## config.mk

```make
export PLATFORM = sky130hd
export DESIGN_NAME = rv_alu_flat
export DESIGN_NICKNAME = d
export VERILOG_FILES = /design/src/common/rv_pkg.sv /design/src/common/wb_if.sv /design/src/verilog/rv_alu.sv /design/src/flat_wrapper.sv
export SDC_FILE = /design/constraint.sdc
export NUM_CORES = 1
export LEC_CHECK = 0
export BUFFER_PORTS_ARGS = -buffer_cell sky130_fd_sc_hd__buf_4
export CORE_UTILIZATION = 55
export DETAILED_ROUTE_END_ITERATION = 7
export GPL_ROUTABILITY_DRIVEN = 0
export PLACE_DENSITY = 0.85
export SKIP_LAST_GASP = 1
export SLEW_MARGIN = 15
export SYNTH_ARGS = -nofsm -noshare
export SYNTH_HDL_FRONTEND = slang
export SYNTH_SLANG_ARGS = --single-unit
```

## constraint.sdc

```tcl
create_clock -name vclk -period 7.5
set_clock_uncertainty 0.15 [all_clocks]
set_input_delay 0.375 -clock vclk [all_inputs]
set_output_delay 0.375 -clock vclk [all_outputs]
set_load 0.1 [all_outputs]
```

## src/common/rv_pkg.sv

```systemverilog
`default_nettype none

package rv_pkg;

    // ***********************************************************
    // Word and index types
    // ***********************************************************

    localparam int XLEN = 64;

    typedef logic [XLEN-1:0] xlen_t;    // Register or data word.
    typedef logic [31:0]     instr_t;   // Instruction word.
    typedef logic [4:0]      reg_idx_t; // Register index.

    // Data memory depth in doublewords.
    localparam int MEM_WORDS = 64;

    // ***********************************************************
    // Encodings
    // ***********************************************************

    // Major opcodes.
    localparam logic [6:0] OP_IMM = 7'b0010011;
    localparam logic [6:0] OP     = 7'b0110011;
    localparam logic [6:0] LUI    = 7'b0110111;
    localparam logic [6:0] AUIPC  = 7'b0010111;
    localparam logic [6:0] JAL    = 7'b1101111;
    localparam logic [6:0] LOAD   = 7'b0000011;
    localparam logic [6:0] STORE  = 7'b0100011;
    localparam logic [6:0] SYSTEM = 7'b1110011;

    // Funct3 codes.
    localparam logic [2:0] F3_ADD = 3'b000;
    localparam logic [2:0] F3_XOR = 3'b100;
    localparam logic [2:0] F3_OR  = 3'b110;
    localparam logic [2:0] F3_AND = 3'b111;
    localparam logic [2:0] F3_D   = 3'b011; // Doubleword load and store.

    // Funct7 codes.
    localparam logic [6:0] F7_BASE = 7'b0000000;
    localparam logic [6:0] F7_SUB  = 7'b0100000;

    // EBREAK has a single fixed encoding.
    localparam logic [31:0] INSTR_EBREAK = 32'h0010_0073;

    // ***********************************************************
    // Control enums
    // ***********************************************************

    typedef enum logic [2:0] {
        WB_NONE = 3'd0, // No register write.
        WB_ALU  = 3'd1,
        WB_SNPC = 3'd2,
        WB_IMM  = 3'd3,
        WB_MEM  = 3'd4
    } wb_sel_t;

    typedef enum logic [2:0] {
        ALU_ADD    = 3'd0,
        ALU_SUB    = 3'd1,
        ALU_AND    = 3'd2,
        ALU_OR     = 3'd3,
        ALU_XOR    = 3'd4,
        ALU_PASS_B = 3'd5
    } alu_op_t;

endpackage

`default_nettype wire
```

## src/common/wb_if.sv

```systemverilog
`timescale 1ns/1ps
`default_nettype none

// Write-back candidates and their control, gathered for the register file.
interface wb_if;

    rv_pkg::wb_sel_t  sel;        // Write-back source.
    rv_pkg::reg_idx_t rd;         // Destination register.
    rv_pkg::xlen_t    imm;        // Decoded immediate.
    rv_pkg::xlen_t    snpc;       // PC plus 4.
    rv_pkg::xlen_t    alu_result;
    rv_pkg::xlen_t    mem_data;   // Load data.

    modport ctrl (
        output sel, rd, imm, snpc
    );

    modport alu (
        input  imm,
        output alu_result
    );

    modport lsu (
        input  imm,
        output mem_data
    );

    modport regs (
        input sel, rd, imm, snpc, alu_result, mem_data
    );

endinterface

`default_nettype wire

```

## src/verilog/rv_alu.sv

```systemverilog
`timescale 1ns/1ps
`default_nettype none

module rv_alu (
    input  wire                    src_a_pc,
    input  wire                    src_b_imm,
    input  wire  rv_pkg::alu_op_t  alu_op,
    input  wire  rv_pkg::xlen_t    pc,
    input  wire  rv_pkg::xlen_t    rs1_data,
    input  wire  rv_pkg::xlen_t    rs2_data,
    wb_if.alu                      wb
);

    rv_pkg::xlen_t op_a;
    rv_pkg::xlen_t op_b;
    rv_pkg::xlen_t result;

    // ***********************************************************
    // Operand select
    // ***********************************************************

    assign op_a = src_a_pc  ? pc     : rs1_data; // PC for AUIPC.
    assign op_b = src_b_imm ? wb.imm : rs2_data;

    // ***********************************************************
    // Operation
    // ***********************************************************

    always_comb begin
        case (alu_op)
            rv_pkg::ALU_ADD: begin
                result = op_a + op_b;
            end
            rv_pkg::ALU_SUB: begin
                result = op_a - op_b;
            end
            rv_pkg::ALU_AND: begin
                result = op_a & op_b;
            end
            rv_pkg::ALU_OR: begin
                result = op_a | op_b;
            end
            rv_pkg::ALU_XOR: begin
                result = op_a ^ op_b;
            end
            rv_pkg::ALU_PASS_B: begin
                result = op_b;
            end
            default: begin
                result = '0;
            end
        endcase
    end

    assign wb.alu_result = result;

endmodule

`default_nettype wire

```

## src/flat_wrapper.sv

```systemverilog
// flat-port wrapper written by rule: the top's interface ports become plain ports
module rv_alu_flat 
  (src_a_pc, src_b_imm, alu_op, pc, rs1_data, rs2_data, wb_imm, wb_alu_result);
  wb_if wb_i ();
  input  wire src_a_pc;
  input  wire src_b_imm;
  input  wire  rv_pkg::alu_op_t alu_op;
  input  wire  rv_pkg::xlen_t pc;
  input  wire  rv_pkg::xlen_t rs1_data;
  input  wire  rv_pkg::xlen_t rs2_data;
  input wire logic [$bits(wb_i.imm)-1:0] wb_imm;
  output wire logic [$bits(wb_i.alu_result)-1:0] wb_alu_result;
  assign wb_i.imm = wb_imm;
  assign wb_alu_result = wb_i.alu_result;
  rv_alu u_core (.src_a_pc(src_a_pc), .src_b_imm(src_b_imm), .alu_op(alu_op), .pc(pc), .rs1_data(rs1_data), .rs2_data(rs2_data), .wb(wb_i));
endmodule
```

-- Word-level counts from Yosys, hierarchy flattened
Index checks and enable logic that the tools add are counted.
- output and inout port bits: 64
- input bits: 261
- word-level logic and storage cells: 14
- register bits: 0
- eq/ne operators: 5
- bitwise operators: 3
- muxes and demuxes: 3
- $add $sub $neg: 2
- reductions and logical operators: 1
- operators with widths (cell ; count):
    64-bit one-hot mux with 6 select lines ; 1
    64-bit two-way mux ; 2
    64-bit adder ; 1
    64-bit AND ; 1
    64-bit OR ; 1
    64-bit subtractor ; 1
    64-bit XOR ; 1
    3-bit by 2-bit equality test with 1-bit output (second input constant) ; 2
    3-bit equality test (second input constant) ; 2
    3-bit by 1-bit equality test with 1-bit output (second input constant) ; 1
    3-bit logical NOT ; 1

-- Longest topological paths before layout
- depth after elaboration: 3
- gate-level depth with buffers: 30
- gate-level depth less buffers: 23

-- Worst setup path after synthesis
No wires, ideal clock.
- kind: input to output
- start point: input port src_b_imm
- end point: output port wb_alu_result[60]
- required time: 6975 ps
- path slack: -2476 ps
- stages: 29
- data arrival time: 9451 ps
- buffers on the path: 8
- cells stage by stage: buf_6 -> buf_8 -> buf_6 -> buf_2 -> buf_2 -> buf_2 -> buf_2 -> buf_2 -> mux2i_1 -> ha_1 -> o21ai_1 -> nor2_2 -> nand3_2 -> or4_4 -> or4_4 -> nor2_4 -> nor4b_4 -> nor2_1 -> xnor2_1 -> ha_1 -> and2_1 -> nand3_1 -> nor3_1 -> and4_1 -> nand3_1 -> and3_1 -> o21a_1 -> o21a_1 -> o311ai_0
- longest elaborated chain between the ends: 3
- elaborated cells between the ends (all ways): 7
- classes of those cells: 2 x add/sub; 2 x mux; 3 x bitwise
- ends and longest elaborated chain (item ; line ; source):
    from (decl) ; flat_wrapper.sv:6 ; input wire src_b_imm;
    64-bit two-way mux (*) ; rv_alu.sv:23 ; assign op_b = src_b_imm ? wb.imm : rs2_data;
    64-bit subtractor, or another cell as far along ; rv_alu.sv:35 ; result = op_a - op_b;
    64-bit one-hot mux with 6 select lines (*) ; rv_alu.sv:30 ; case (alu_op)
    to (decl) ; flat_wrapper.sv:12 ; output wire logic [$bits(wb_i.alu_result)-1:0] wb_alu_result;
Every way passes the cells marked *; elsewhere a longest branch is shown, timed or not.

-- Worst setup path after layout
- start point: input port src_b_imm
- end point: output port wb_alu_result[55]
The elaborated chain is that of the path after synthesis.

==> impl_metrics.csv <==
group,metric,value,unit
worst_setup_path,critPathMaxFanout,40,
place,port_buffers,325,
sta,worstMarginPinSlew,0.9941,ns
sta,hold_violations,0,
floorplan,ioPinCount,325,
final_layout,seq_cells,0,
floorplan,core-area,0.01889,sq mm
final_layout,clkbuf_count,0,
final_layout,regArea,0,sq um
floorplan,die_w,141.5,um
grt,grt_pass1_wl,61710,um
place,placed_cells,2048,
place,pre_cts_ws,0.6898,ns
sta,setup_ws,0.5277,ns
worst_setup_path,worstPathArrival,6.45,ns
yosys,ys_warn_count,0,
clock_tree,postCtsHoldBufs,0,
worst_setup_path,required,6.97,ns
worst_setup_path,startpoint_type,"input pin",
routing,drt-pass1-iter-count,7,
power_and_ir_drop,leakage,0.006840,uW
sta,fmax,143.4,MHz
power_and_ir_drop,cellPowerDensity,139.0,mW/mm^2
grt,gr-total-overflow,0,
routing,wl,39520,um
yosys,ys_seq_area_share,0,%
grt,antenna_found_initial,1,
grt,grt_pass1_vias,12518,
yosys,syn-cell-area,0.01070,sq mm
final_layout,drive_gt1_share,21.87,%
routing,antenna_left,0,
yosys,synth_area_leaders,"ha_1 (22%), mux2i_1 (11%), xnor2_1 (7.2%)",
sta,fin_setup_tns,0,ns
worst_hold_path,worst_hold_path_type,"in2out",
grt,grt_max_degree,62,
clock_tree,cts_setup_buffers,0,
yosys,syn-num-nets,1981,
sta,slew_headroom,33.73,%
yosys,syn_avg_cell_area,7.010,sq um
routing,wl_per_cell,19.29,um
worst_setup_path,worst-setup-path-type,"in2out",
final_layout,nets,2244,
sta,grt_setup_unrepaired,"false",
routing,drcViolationCount,0,
final_layout,final_common_cell,"buf_4",
place,dp_hpwl,32030,um
clock_tree,cts_resized,0,
yosys,synth.distinct_cells,79,
worst_setup_path,cp-end-kind,"primary output",
outcome,status,"finished clean",
sta,setup_viol_count_final,0,
final_layout,fill_cells,1639,
routing,viasPerCell,6.383,
floorplan,die_y,141.5,um
yosys,synth_top_cell_area_share,22.44,%
routing,first_iter_violations,1620,
job,drv_cap,0,
sta,min_period,6.972,ns
floorplan,rows,50,
sta,drv_slew,0,
routing,vias,13078,
yosys,synth_area_leader_cell,"ha_1",
final_layout,area_delta_synth_final,24.21,%
power_and_ir_drop,ir_worst_vdd,0.1054,mV
yosys,synth_cells,1527,
floorplan,die_area,0.02002,sq mm
sta,post-route-period-util,92.96,%
floorplan,start_util,56.66,%
grt,grt.total_usage,37.81,%
final_layout,final_cell_mix,"buf_4 (337), ha_1 (192), inv_1 (144), a21oi_1 (133), mux2i_1 (120)",
final_layout,fin_cells,2049,
[layer usage]
metal	GRT usage [%]	wire length [um]	vias to the layer above	part of all wire, %
met4	17.49	2005	0	5.1
met1	45.51	15470	5995	39
met2	66.99	18260	868	46
met3	4.522	3780	170	9.6
met5	0	0	-	0
li1	-	-	6045	-
[per-stage QoR]
stage | hold WS (ns) | total power, uW | util [%] | instance area (sq um)
after CTS | 1.056 | 1811 | 70.36 | 13290
after detailed placement | 1.056 | 1802 | 70.36 | 13290
after floorplan | 1.200 | 1340 | - | 10780
final | 1.065 | 1848 | 70.37 | 13300
after global routing | 1.077 | 1950 | 70.37 | 13300
after global placement | 1.053 | 1772 | 70.36 | 13290
[cells in the mapped netlist, drive strengths merged (3+ instances only)]
master / instances
o41ai: 3
o211ai: 32
or4: 5
nand3: 29
and2: 10
o21ai: 95
or3: 7
xnor2: 88
mux2: 5
ha: 192
a21oi: 135
o22ai: 30
nand2: 100
a21boi: 4
a22o: 26
nor4: 9
nor2: 123
a221o: 6
a2111o: 3
a21o: 45
a211o: 10
a22oi: 24
a31oi: 16
a211oi: 8
inv: 144
or2: 9
o21a: 7
nand4: 13
mux2i: 125
nor3: 29
buf: 23
xor2: 34
nor3b: 5
o31ai: 9
and3: 9
nor2b: 4
clkbuf: 53
nor4b: 4
a221oi: 5
o21bai: 16
nand2b: 12
[area by class of cell]
type                            count  area (sq um)  area share [%]
Antenna cell                        1         2.502         0.01882
Inverter                          145         544.3           4.094
Multi-Input combinational cell   1306          9893           74.41
Tap cell                          260         325.3           2.447
Timing Repair Buffer              337          2530           19.03
[where the power goes]
part / internal (uW) / total [uW] / switching (uW)
sequential: 0 / 0 / 0
combinational: 593 / 1850 / 1250
clock: 0.0000178 / 0.0000178 / 0
total: 593 / 1850 / 1250
[worst paths after layout]
path	from	end	slack [ns]	depth (start not counted)
hold / removal	alu_op[1]	wb_alu_result[0]	1.07	3
setup / recovery	src_b_imm	wb_alu_result[55]	0.53	21
[logic make-up (layout without fill, tap and decap cells)]
family | count (synthesis) | after routing | share of synthesized area, %
compound gates | 487 | 487 | 29.50
simple gates | 374 | 374 | 17.21
buf+inv | 221 | 482 | 8.241
fa+ha+maj | 193 | 193 | 22.63
mux | 130 | 130 | 12.44
xor+xnor | 122 | 122 | 9.983
other cells | 0 | 1 | 0
[worst max-delay path: stages]
cell,delay [ns]
buf_4,0.42
buf_4,0.56
mux2i_2,0.36
inv_1,0.14
a21oi_2,0.16
nand4b_2,0.29
or3_1,0.46
nor3_2,0.28
nand2_2,0.16
or2_1,0.27
o21ai_0,0.22
xnor2_1,0.09
ha_1,0.51
nand2_1,0.10
nor2_1,0.20
and2_1,0.17
nand3_1,0.10
o311ai_1,0.67
xnor2_1,0.14
o211ai_1,0.33
buf_4,0.36
(Power assumes the default switching activity.)
