--- src/common/rv_pkg.sv ---
`default_nettype none

package rv_pkg;

    // ***********************************************************
    // Word and index types
    // ***********************************************************

    localparam int XLEN = 64;

    typedef logic [XLEN-1:0] xlen_t;    // Register or data word.
    typedef logic [31:0]     instr_t;   // Instruction word.
    typedef logic [4:0]      reg_idx_t; // Register index.

    // Data memory depth in doublewords.
    localparam int MEM_WORDS = 64;

    // ***********************************************************
    // Encodings
    // ***********************************************************

    // Major opcodes.
    localparam logic [6:0] OP_IMM = 7'b0010011;
    localparam logic [6:0] OP     = 7'b0110011;
    localparam logic [6:0] LUI    = 7'b0110111;
    localparam logic [6:0] AUIPC  = 7'b0010111;
    localparam logic [6:0] JAL    = 7'b1101111;
    localparam logic [6:0] LOAD   = 7'b0000011;
    localparam logic [6:0] STORE  = 7'b0100011;
    localparam logic [6:0] SYSTEM = 7'b1110011;

    // Funct3 codes.
    localparam logic [2:0] F3_ADD = 3'b000;
    localparam logic [2:0] F3_XOR = 3'b100;
    localparam logic [2:0] F3_OR  = 3'b110;
    localparam logic [2:0] F3_AND = 3'b111;
    localparam logic [2:0] F3_D   = 3'b011; // Doubleword load and store.

    // Funct7 codes.
    localparam logic [6:0] F7_BASE = 7'b0000000;
    localparam logic [6:0] F7_SUB  = 7'b0100000;

    // EBREAK has a single fixed encoding.
    localparam logic [31:0] INSTR_EBREAK = 32'h0010_0073;

    // ***********************************************************
    // Control enums
    // ***********************************************************

    typedef enum logic [2:0] {
        WB_NONE = 3'd0, // No register write.
        WB_ALU  = 3'd1,
        WB_SNPC = 3'd2,
        WB_IMM  = 3'd3,
        WB_MEM  = 3'd4
    } wb_sel_t;

    typedef enum logic [2:0] {
        ALU_ADD    = 3'd0,
        ALU_SUB    = 3'd1,
        ALU_AND    = 3'd2,
        ALU_OR     = 3'd3,
        ALU_XOR    = 3'd4,
        ALU_PASS_B = 3'd5
    } alu_op_t;

endpackage

`default_nettype wire
--- src/common/wb_if.sv ---
`timescale 1ns/1ps
`default_nettype none

// Write-back candidates and their control, gathered for the register file.
interface wb_if;

    rv_pkg::wb_sel_t  sel;        // Write-back source.
    rv_pkg::reg_idx_t rd;         // Destination register.
    rv_pkg::xlen_t    imm;        // Decoded immediate.
    rv_pkg::xlen_t    snpc;       // PC plus 4.
    rv_pkg::xlen_t    alu_result;
    rv_pkg::xlen_t    mem_data;   // Load data.

    modport ctrl (
        output sel, rd, imm, snpc
    );

    modport alu (
        input  imm,
        output alu_result
    );

    modport lsu (
        input  imm,
        output mem_data
    );

    modport regs (
        input sel, rd, imm, snpc, alu_result, mem_data
    );

endinterface

`default_nettype wire

--- src/verilog/rv_control.sv ---
`timescale 1ns/1ps
`default_nettype none

module rv_control (
    input  wire                    clk,
    input  wire                    rst,
    input  wire                    instr_valid,
    input  wire  rv_pkg::instr_t   instr,
    output rv_pkg::xlen_t          pc,
    output logic                   halted,
    output rv_pkg::reg_idx_t       rs1,
    output rv_pkg::reg_idx_t       rs2,
    output rv_pkg::alu_op_t        alu_op,
    output logic                   src_a_pc,
    output logic                   src_b_imm,
    output logic                   mem_we,
    wb_if.ctrl                     wb
);

    typedef enum logic {RUN, HALT} state_t;

    state_t          state;
    logic            accept;
    logic [6:0]      opcode;
    logic [2:0]      funct3;
    logic [6:0]      funct7;
    rv_pkg::xlen_t   imm_i, imm_s, imm_u, imm_j;
    rv_pkg::xlen_t   imm;
    rv_pkg::xlen_t   snpc;
    rv_pkg::wb_sel_t sel_d;
    logic            store;
    logic            is_jal;
    logic            is_ebreak;

    assign opcode = instr[6:0];
    assign funct3 = instr[14:12];
    assign funct7 = instr[31:25];
    assign rs1    = instr[19:15];
    assign rs2    = instr[24:20];

    assign imm_i = {{52{instr[31]}}, instr[31:20]};
    assign imm_s = {{52{instr[31]}}, instr[31:25], instr[11:7]};
    assign imm_u = {{32{instr[31]}}, instr[31:12], 12'b0};
    assign imm_j = {{44{instr[31]}}, instr[19:12], instr[20], instr[30:21], 1'b0};

    // ***********************************************************
    // Decode
    // ***********************************************************

    always_comb begin
        sel_d     = rv_pkg::WB_NONE;
        alu_op    = rv_pkg::ALU_ADD;
        src_a_pc  = 1'b0;
        src_b_imm = 1'b0;
        imm       = imm_i;
        store     = 1'b0;
        is_jal    = 1'b0;
        is_ebreak = 1'b0;
        case (opcode)
            rv_pkg::OP_IMM: begin
                if (funct3 == rv_pkg::F3_ADD) begin
                    sel_d     = rv_pkg::WB_ALU;
                    src_b_imm = 1'b1;
                end
            end
            rv_pkg::OP: begin
                if (funct7 == rv_pkg::F7_BASE) begin
                    sel_d = rv_pkg::WB_ALU;
                    case (funct3)
                        rv_pkg::F3_ADD: alu_op = rv_pkg::ALU_ADD;
                        rv_pkg::F3_XOR: alu_op = rv_pkg::ALU_XOR;
                        rv_pkg::F3_OR:  alu_op = rv_pkg::ALU_OR;
                        rv_pkg::F3_AND: alu_op = rv_pkg::ALU_AND;
                        default:        sel_d  = rv_pkg::WB_NONE;
                    endcase
                end else if (funct7 == rv_pkg::F7_SUB && funct3 == rv_pkg::F3_ADD) begin
                    sel_d  = rv_pkg::WB_ALU;
                    alu_op = rv_pkg::ALU_SUB;
                end
            end
            rv_pkg::LUI: begin
                sel_d = rv_pkg::WB_IMM;
                imm   = imm_u;
            end
            rv_pkg::AUIPC: begin
                sel_d     = rv_pkg::WB_ALU;
                src_a_pc  = 1'b1;
                src_b_imm = 1'b1;
                imm       = imm_u;
            end
            rv_pkg::JAL: begin
                sel_d  = rv_pkg::WB_SNPC; // Link register gets PC plus 4.
                imm    = imm_j;
                is_jal = 1'b1;
            end
            rv_pkg::LOAD: begin
                if (funct3 == rv_pkg::F3_D) sel_d = rv_pkg::WB_MEM;
            end
            rv_pkg::STORE: begin
                if (funct3 == rv_pkg::F3_D) store = 1'b1;
                imm = imm_s;
            end
            rv_pkg::SYSTEM: begin
                if (instr == rv_pkg::INSTR_EBREAK) is_ebreak = 1'b1;
            end
            default: ;
        endcase
    end

    // Every side effect waits for an accepted instruction.
    assign accept  = instr_valid && (state == RUN);
    assign mem_we  = accept && store;
    assign snpc    = pc + 64'd4;
    assign halted  = (state == HALT);

    assign wb.sel  = accept ? sel_d : rv_pkg::WB_NONE;
    assign wb.rd   = instr[11:7];
    assign wb.imm  = imm;
    assign wb.snpc = snpc;

    always_ff @(posedge clk) begin
        if (!rst) begin
            pc <= '0;
        end else if (accept) begin
            pc <= is_jal ? pc + imm : snpc;
        end
    end

    // Halt is sticky until reset.
    always_ff @(posedge clk) begin
        if (!rst) begin
            state <= RUN;
        end else if (accept && is_ebreak) begin
            state <= HALT;
        end
    end

endmodule

`default_nettype wire

--- src/flat_wrapper.sv ---
// flat-port wrapper written by rule: the top's interface ports become plain ports
module rv_control_flat 
  (clk, rst, instr_valid, instr, pc, halted, rs1, rs2, alu_op, src_a_pc, src_b_imm, mem_we, wb_sel, wb_rd, wb_imm, wb_snpc);
  wb_if wb_i ();
  input  wire clk;
  input  wire rst;
  input  wire instr_valid;
  input  wire  rv_pkg::instr_t instr;
  output rv_pkg::xlen_t pc;
  output logic halted;
  output rv_pkg::reg_idx_t rs1;
  output rv_pkg::reg_idx_t rs2;
  output rv_pkg::alu_op_t alu_op;
  output logic src_a_pc;
  output logic src_b_imm;
  output logic mem_we;
  output wire logic [$bits(wb_i.sel)-1:0] wb_sel;
  output wire logic [$bits(wb_i.rd)-1:0] wb_rd;
  output wire logic [$bits(wb_i.imm)-1:0] wb_imm;
  output wire logic [$bits(wb_i.snpc)-1:0] wb_snpc;
  assign wb_sel = wb_i.sel;
  assign wb_rd = wb_i.rd;
  assign wb_imm = wb_i.imm;
  assign wb_snpc = wb_i.snpc;
  rv_control u_core (.clk(clk), .rst(rst), .instr_valid(instr_valid), .instr(instr), .pc(pc), .halted(halted), .rs1(rs1), .rs2(rs2), .alu_op(alu_op), .src_a_pc(src_a_pc), .src_b_imm(src_b_imm), .mem_we(mem_we), .wb(wb_i));
endmodule
--- config.mk ---
export PLATFORM = sky130hd
export DESIGN_NAME = rv_control_flat
export DESIGN_NICKNAME = d
export VERILOG_FILES = /design/src/common/rv_pkg.sv /design/src/common/wb_if.sv /design/src/verilog/rv_control.sv /design/src/flat_wrapper.sv
export SDC_FILE = /design/constraint.sdc
export NUM_CORES = 1
export LEC_CHECK = 0
export BUFFER_PORTS_ARGS = -buffer_cell sky130_fd_sc_hd__clkbuf_2
export CAP_MARGIN = 40
export CORE_ASPECT_RATIO = 2
export CORE_MARGIN = 2
export CORE_UTILIZATION = 59
export DETAILED_ROUTE_END_ITERATION = 8
export PLACE_DENSITY = 0.89
export SLEW_MARGIN = 20
export SYNTH_ARGS = -nofsm -noshare
export SYNTH_HDL_FRONTEND = slang
export SYNTH_SLANG_ARGS = --single-unit
--- constraint.sdc ---
create_clock -name clk -period 9.1 [get_ports clk]
set_clock_uncertainty 0.1 [all_clocks]
set_input_delay 0.91 -clock clk [delete_from_list [all_inputs] [get_ports clk]]
set_output_delay 0.91 -clock clk [all_outputs]
set_load 0.03 [all_outputs]
# Word-level counts from Yosys, hierarchy flattened
# Index checks and enable logic that the tools add are counted.
# totals
regBits,65
latchBits,0
mem_bits_rw,0
mem_bits_ro,0
word_cells,47
mem_count,0
# op_classes
add_sub_neg,2
n_mul,0
div,0
n_lt_le_gt_ge,0
n_eq_ne,14
shift,0
mux,20
bitwise_logic,1
n_reduce_logical,8
# ops
cell,n
one-hot mux 31 bit (3 select lines),1
"adder 64 x 3 -> 64 bit, second input constant",1
adder 64 bit,1
2-to-1 mux 64 bit,1
"equality test 32 x 21 -> 1 bit, second input constant",1
"equality test 7 x 6 -> 1 bit, second input constant",4
one-hot mux 3 bit (6 select lines),1
2-to-1 mux 3 bit,5
"equality test 7 x 5 -> 1 bit, second input constant",2
"equality test 7 bit, second input constant",2
2-to-1 mux 1 bit,10
"equality test 3 bit, second input constant",3
one-hot mux 3 bit (3 select lines),1
"equality test 7 x 2 -> 1 bit, second input constant",1
zero test 7 bit,1
logical AND 1 bit,4
OR reduction 4 bit,1
"equality test 3 x 2 -> 1 bit, second input constant",1
zero test 3 bit,1
one-hot mux 1 bit (2 select lines),1
OR reduction 2 bit,1
NOT 1 bit,1

# Logic depth before layout (Yosys ltp)
# depth
word_depth,6
ltp_mapped,22

# Least setup slack after synthesis
# OpenSTA, ideal clock, no wires.
# synth_timing
path_type,input -> register
start,input port instr[3]
end,register u_core.pc[48]
arrival_ns,4.679
slack_ns,4.188
stages,18
path_buffers,1
path_cell_list,nor4_1 nor2b_1 clkbuf_1 a22o_1 ha_1 inv_1 fa_1 nand2b_1 a21oi_1 o21ai_0 a21oi_1 o31ai_1 a211oi_1 nor2_1 o221a_2 mux2i_1 o21ai_0 a21oi_1
# synth_between
elab_chain_len,5
# synth_lines
element,line_no,source
from (decl),flat_wrapper.sv:8,input wire rv_pkg::instr_t instr;
equality test 7 x 6 -> 1 bit / equality test 7 x 5 -> 1 bit (equally long branches),rv_control.sv:59,case (opcode)
OR reduction 2 bit (no line),-,
one-hot mux 31 bit (3 select lines) (*),rv_control.sv:59,
net wb_imm[0],flat_wrapper.sv:19,output wire logic [$bits(wb_i.imm)-1:0] wb_imm;
adder 64 bit (*),rv_control.sv:125,pc <= is_jal ? pc + imm : snpc;
2-to-1 mux 64 bit (*),rv_control.sv:125,
to (signal assigned),rv_control.sv:125,
to (decl),rv_control.sv:9,"output rv_pkg::xlen_t pc,"
# The timed path passes the listed nets; every way through them passes the cells marked *.
# A chain may end at the register's enable or synchronous reset.

# Worst setup path in the final report
# layout_timing
start,input port instr[2]
end,register u_core.pc[38]
# layout_between
elab_chain_len,5
# layout_lines
element,line_no
equality test 7 x 6 -> 1 bit / equality test 7 x 5 -> 1 bit (equally long branches),rv_control.sv:59
OR reduction 2 bit (no line),-
one-hot mux 31 bit (3 select lines),rv_control.sv:59
adder 64 bit,rv_control.sv:125
2-to-1 mux 64 bit (*),rv_control.sv:125
# Mark *: on every way between the ends. The rest lies on a longest branch, timed or not.

==> summary.txt <==
Detailed routing
  – 1st-iter DRT viols: 746
  – Routed len/inst: 21.6 microns
  – Final wirelength: 35,600 microns
  – # DRC: 0
  – Total via count in the routed design: 11,000
  – Drt first pass iters: 6
  – Number of vias per cell: 6.64
  – Final ANT Viol Nets: 0

Timing
  – Fin worst setup slack: 3.21 ns
  – WHS: 0.456 ns
  – Slew margin rel.: 38.7%
  – Worst-Margin Slew: 0.910 ns
  – Tcrit/Tclk final: 64.7%
  – Total Neg Setup Slack: 0 ns
  – RSZ-0062 raised after global routing: no
  – Min Tclk post-route: 5.89 ns
  – Max-slew violation count: 0
  – Final hold vios: 0
  – Final setup fails: 0
  – Fmax: 170 MHz

Layout
  – Multi-input logic area: 6780 sq um
  – Number of nets in the layout: 1,555
  – Area grow syn2layout: 13.3%
  – Antenna diodes: 0
  – Most frequent cells in the layout: 251 x clkbuf_2, 151 x nand2_1, 150 x a21oi_1
  – Fill count: 1,406
  – Sequential standard cell area: 1300 sq um
  – Layout cell share with drive strength beyond 1: 20.7%
  – Most common cell after layout, fill and taps aside: clkbuf_2

Place
  – Setup Slack @ Placement: 3.09 ns
  – Number of port buffers: 251
  – HPWL Detailed: 26,900 microns
  – Routability congestion estimate: 1.06

Floorplanning
  – Site Rows: 63
  – Core area: 14,700 sq um
  – Ports: 252
  – Die Area: 16,000 sq um
  – DIE HEIGHT: 177 microns
  – Initial core utilization: 59.9%
  – Die width: 90.5 microns

Synth
  – Total of warnings raised by yosys: 0
  – Synthesized instance count: 1,292
  – Async S/R FF share, synth: 0%
  – Number of library cell types mapped by synthesis: 80
  – Seq/Total Area, Yosys: 14.7%
  – Mean area per synthesized cell: 6.83 sq um
  – Syn Nets: 1,392
  – EDFF count, synth: 0
  – Most common flop cell mapped by yosys: dfxtp_1
  – Post-Syn Area: 8830 sq um
  – Synth Register Bits: 65

Flow run
  – Max_cap viols: 0

Critical path
  – Worst path slowest cell: nor4_1
  – Worst-path maximum fanout: 10
  – Crit path launch: instr[2]
  – R2R setup slack: 5.27 ns
  – Reg-to-Reg Start: u_core.pc[8]
  – WP data required: 9.21 ns
  – Worst Path Arrival: 6.00 ns
  – Worst reg2reg path depth: 12
  – Crit start category: input pin
  – Cell mode on critical path: o21ai_0
  – Critical path, cell by cell: clkbuf_2 -> nor4_1 -> nor2b_1 -> o21ai_0 -> ha_1 -> o211ai_1 -> a21oi_1 -> nor3b_1 -> o21ai_0 -> a41oi_1 -> nor4b_1 -> o31ai_1 -> xnor2_1 -> o21ai_0 -> a22oi_1 -> nor2_1
  – Crit path capture: u_core.pc[38]
  – FF-to-FF End: u_core.pc[43]
  – Crit path kind: in2reg
  – CP max stage delay: 0.64 ns
  – CP Capture Type: flop

Global route
  – First-pass GRT wire length: 54,900 microns
  – Vias in the first global route: 10,800
  – Gr ovfl total: 0
  – Total track usage: 43.1%
  – Initial antenna violation count: 0
  – Largest net degree at the start of global routing: 71

Clocking
  – Post-cts resize count: 0
  – Clock Latency Late Sink: 0.35 ns
  – Clock root buffer: clkbuf_16
  – Worst-path clk slew: 0.05 ns
  – CTS tree: done
  – CTS max path bufs: 2
  – Postcts setup bufs: 0
  – H-tree levels: 3
  – Cts bufs inserted: 9
  – Clock sink count: 65
  – # hold bufs at CTS: 0

Run status
  – Status: completed

Power and ir drop
  – Power, Total: 950 uW
  – Leak: 0.00455 uW
  – Worst vdd ir: 0.0831 mV
  – Pwr/cell area: 95.0 nW/um^2

Hold path
  – Worst hold path type: reg2reg
kinds of logic (layout without fill, tap and decap cells):
group           count (synthesis)  in the layout  share of synthesized area (%)
compound gates                422            422                           29.0
xor+xnor                      109            109                           10.8
fa+ha+maj                      65             65                           9.30
buf+inv                       136            301                           8.65
flops                          65             65                           14.7
mux                             4              4                          0.468
simple gates                  491            491                           27.0
routing by layer:
layer / vias up / track usage, % / wire, microns
met2: 713 / 79.1 / 18000
met3: 257 / 7.62 / 2620
met1: 5020 / 40.2 / 11400
li1: 4983 / - / -
met5: - / 0 / 0
met4: 0 / 38.0 / 3580
worst min-delay path by stage:
stage	startpoint	end	slack, ns	depth (start not counted)
CTS	u_core.pc[48]	u_core.pc[48]	0.45	2
detailed placement	u_core.pc[48]	u_core.pc[48]	0.44	2
finish	u_core.pc[48]	u_core.pc[48]	0.46	2
floorplan	u_core.pc[0]	u_core.pc[0]	0.50	2
global route	u_core.pc[0]	u_core.pc[0]	0.47	2
global placement	u_core.pc[48]	u_core.pc[48]	0.44	2
cell type report:
cell class,instances,area share [%]
Sequential cell,65,13.0
Clock inverter,1,0.0500
Clock buffer,12,2.46
Timing Repair Buffer,262,13.4
Tap cell,195,2.44
Multi-Input combinational cell,1091,67.7
Inverter,26,0.975
cells in the mapped netlist (4+ instances only):
| master | n | area share, % |
|---|---|---|
| xor2_1 | 41 | 4.1 |
| nor2b_1 | 9 | 0.64 |
| ha_1 | 64 | 9.1 |
| nor4b_1 | 4 | 0.40 |
| a22oi_1 | 7 | 0.60 |
| and2_1 | 15 | 1.1 |
| a31oi_1 | 13 | 0.92 |
| or3_1 | 9 | 0.64 |
| xnor2_1 | 68 | 6.7 |
| a21o_1 | 45 | 3.8 |
| inv_1 | 25 | 1.1 |
| clkbuf_1 | 46 | 2.0 |
| nor3_1 | 34 | 1.9 |
| or4_1 | 4 | 0.34 |
| dfxtp_1 | 65 | 15 |
| nand3b_1 | 4 | 0.34 |
| buf_4 | 51 | 4.3 |
| nand4_1 | 28 | 2.0 |
| o221ai_1 | 5 | 0.50 |
| o31ai_1 | 15 | 1.3 |
| and4_1 | 7 | 0.69 |
| o21ai_0 | 102 | 5.8 |
| a21oi_1 | 150 | 8.5 |
| or2_2 | 4 | 0.28 |
| o21a_1 | 6 | 0.51 |
| a211oi_1 | 15 | 1.3 |
| o21bai_1 | 11 | 0.94 |
| o211ai_1 | 8 | 0.68 |
| nor2_1 | 127 | 5.4 |
| nor4_1 | 6 | 0.43 |
| nor3b_1 | 5 | 0.43 |
| nand3_1 | 44 | 2.5 |
| nand2_1 | 151 | 6.4 |
| nand2b_1 | 10 | 0.71 |
| and3_1 | 11 | 0.78 |
| o22ai_1 | 8 | 0.57 |
| a311oi_1 | 6 | 0.60 |
where the power goes:
| part | leakage, uW | internal (uW) | total, uW | switching, uW |
|---|---|---|---|---|
| Combinational | 0.00390 | 94.1 | 319 | 225 |
| Sequential | 0.000528 | 291 | 305 | 13.7 |
| Clock | 0.000124 | 187 | 326 | 139 |
| Total | 0.00455 | 573 | 950 | 378 |
worst max-delay path: cells and delay by family:
family	cells	cell delay [ns]
and+or+nand+nor	5	2.14
AOI/OAI and AO/OA	8	2.09
adders and majority gates	1	0.51
xor gates and xnor gates	1	0.20
buffers and inverters	1	0.13
sequential cells by signal, summed over array words and instances (netlist names):
name           flops
u_core.pc         64
u_core.halted      1
through the flow:
step | util (%) | area (sq um) | std cells
CTS | 67.9 | 10000 | 1652
global route | 67.9 | 10000 | 1652
global placement | 66.1 | 9740 | 1637
finish | 67.9 | 10000 | 1652
detailed placement | 66.2 | 9750 | 1639
floorplan | - | 8830 | 1292
Note: power is estimated with default switching activity, not from simulation.
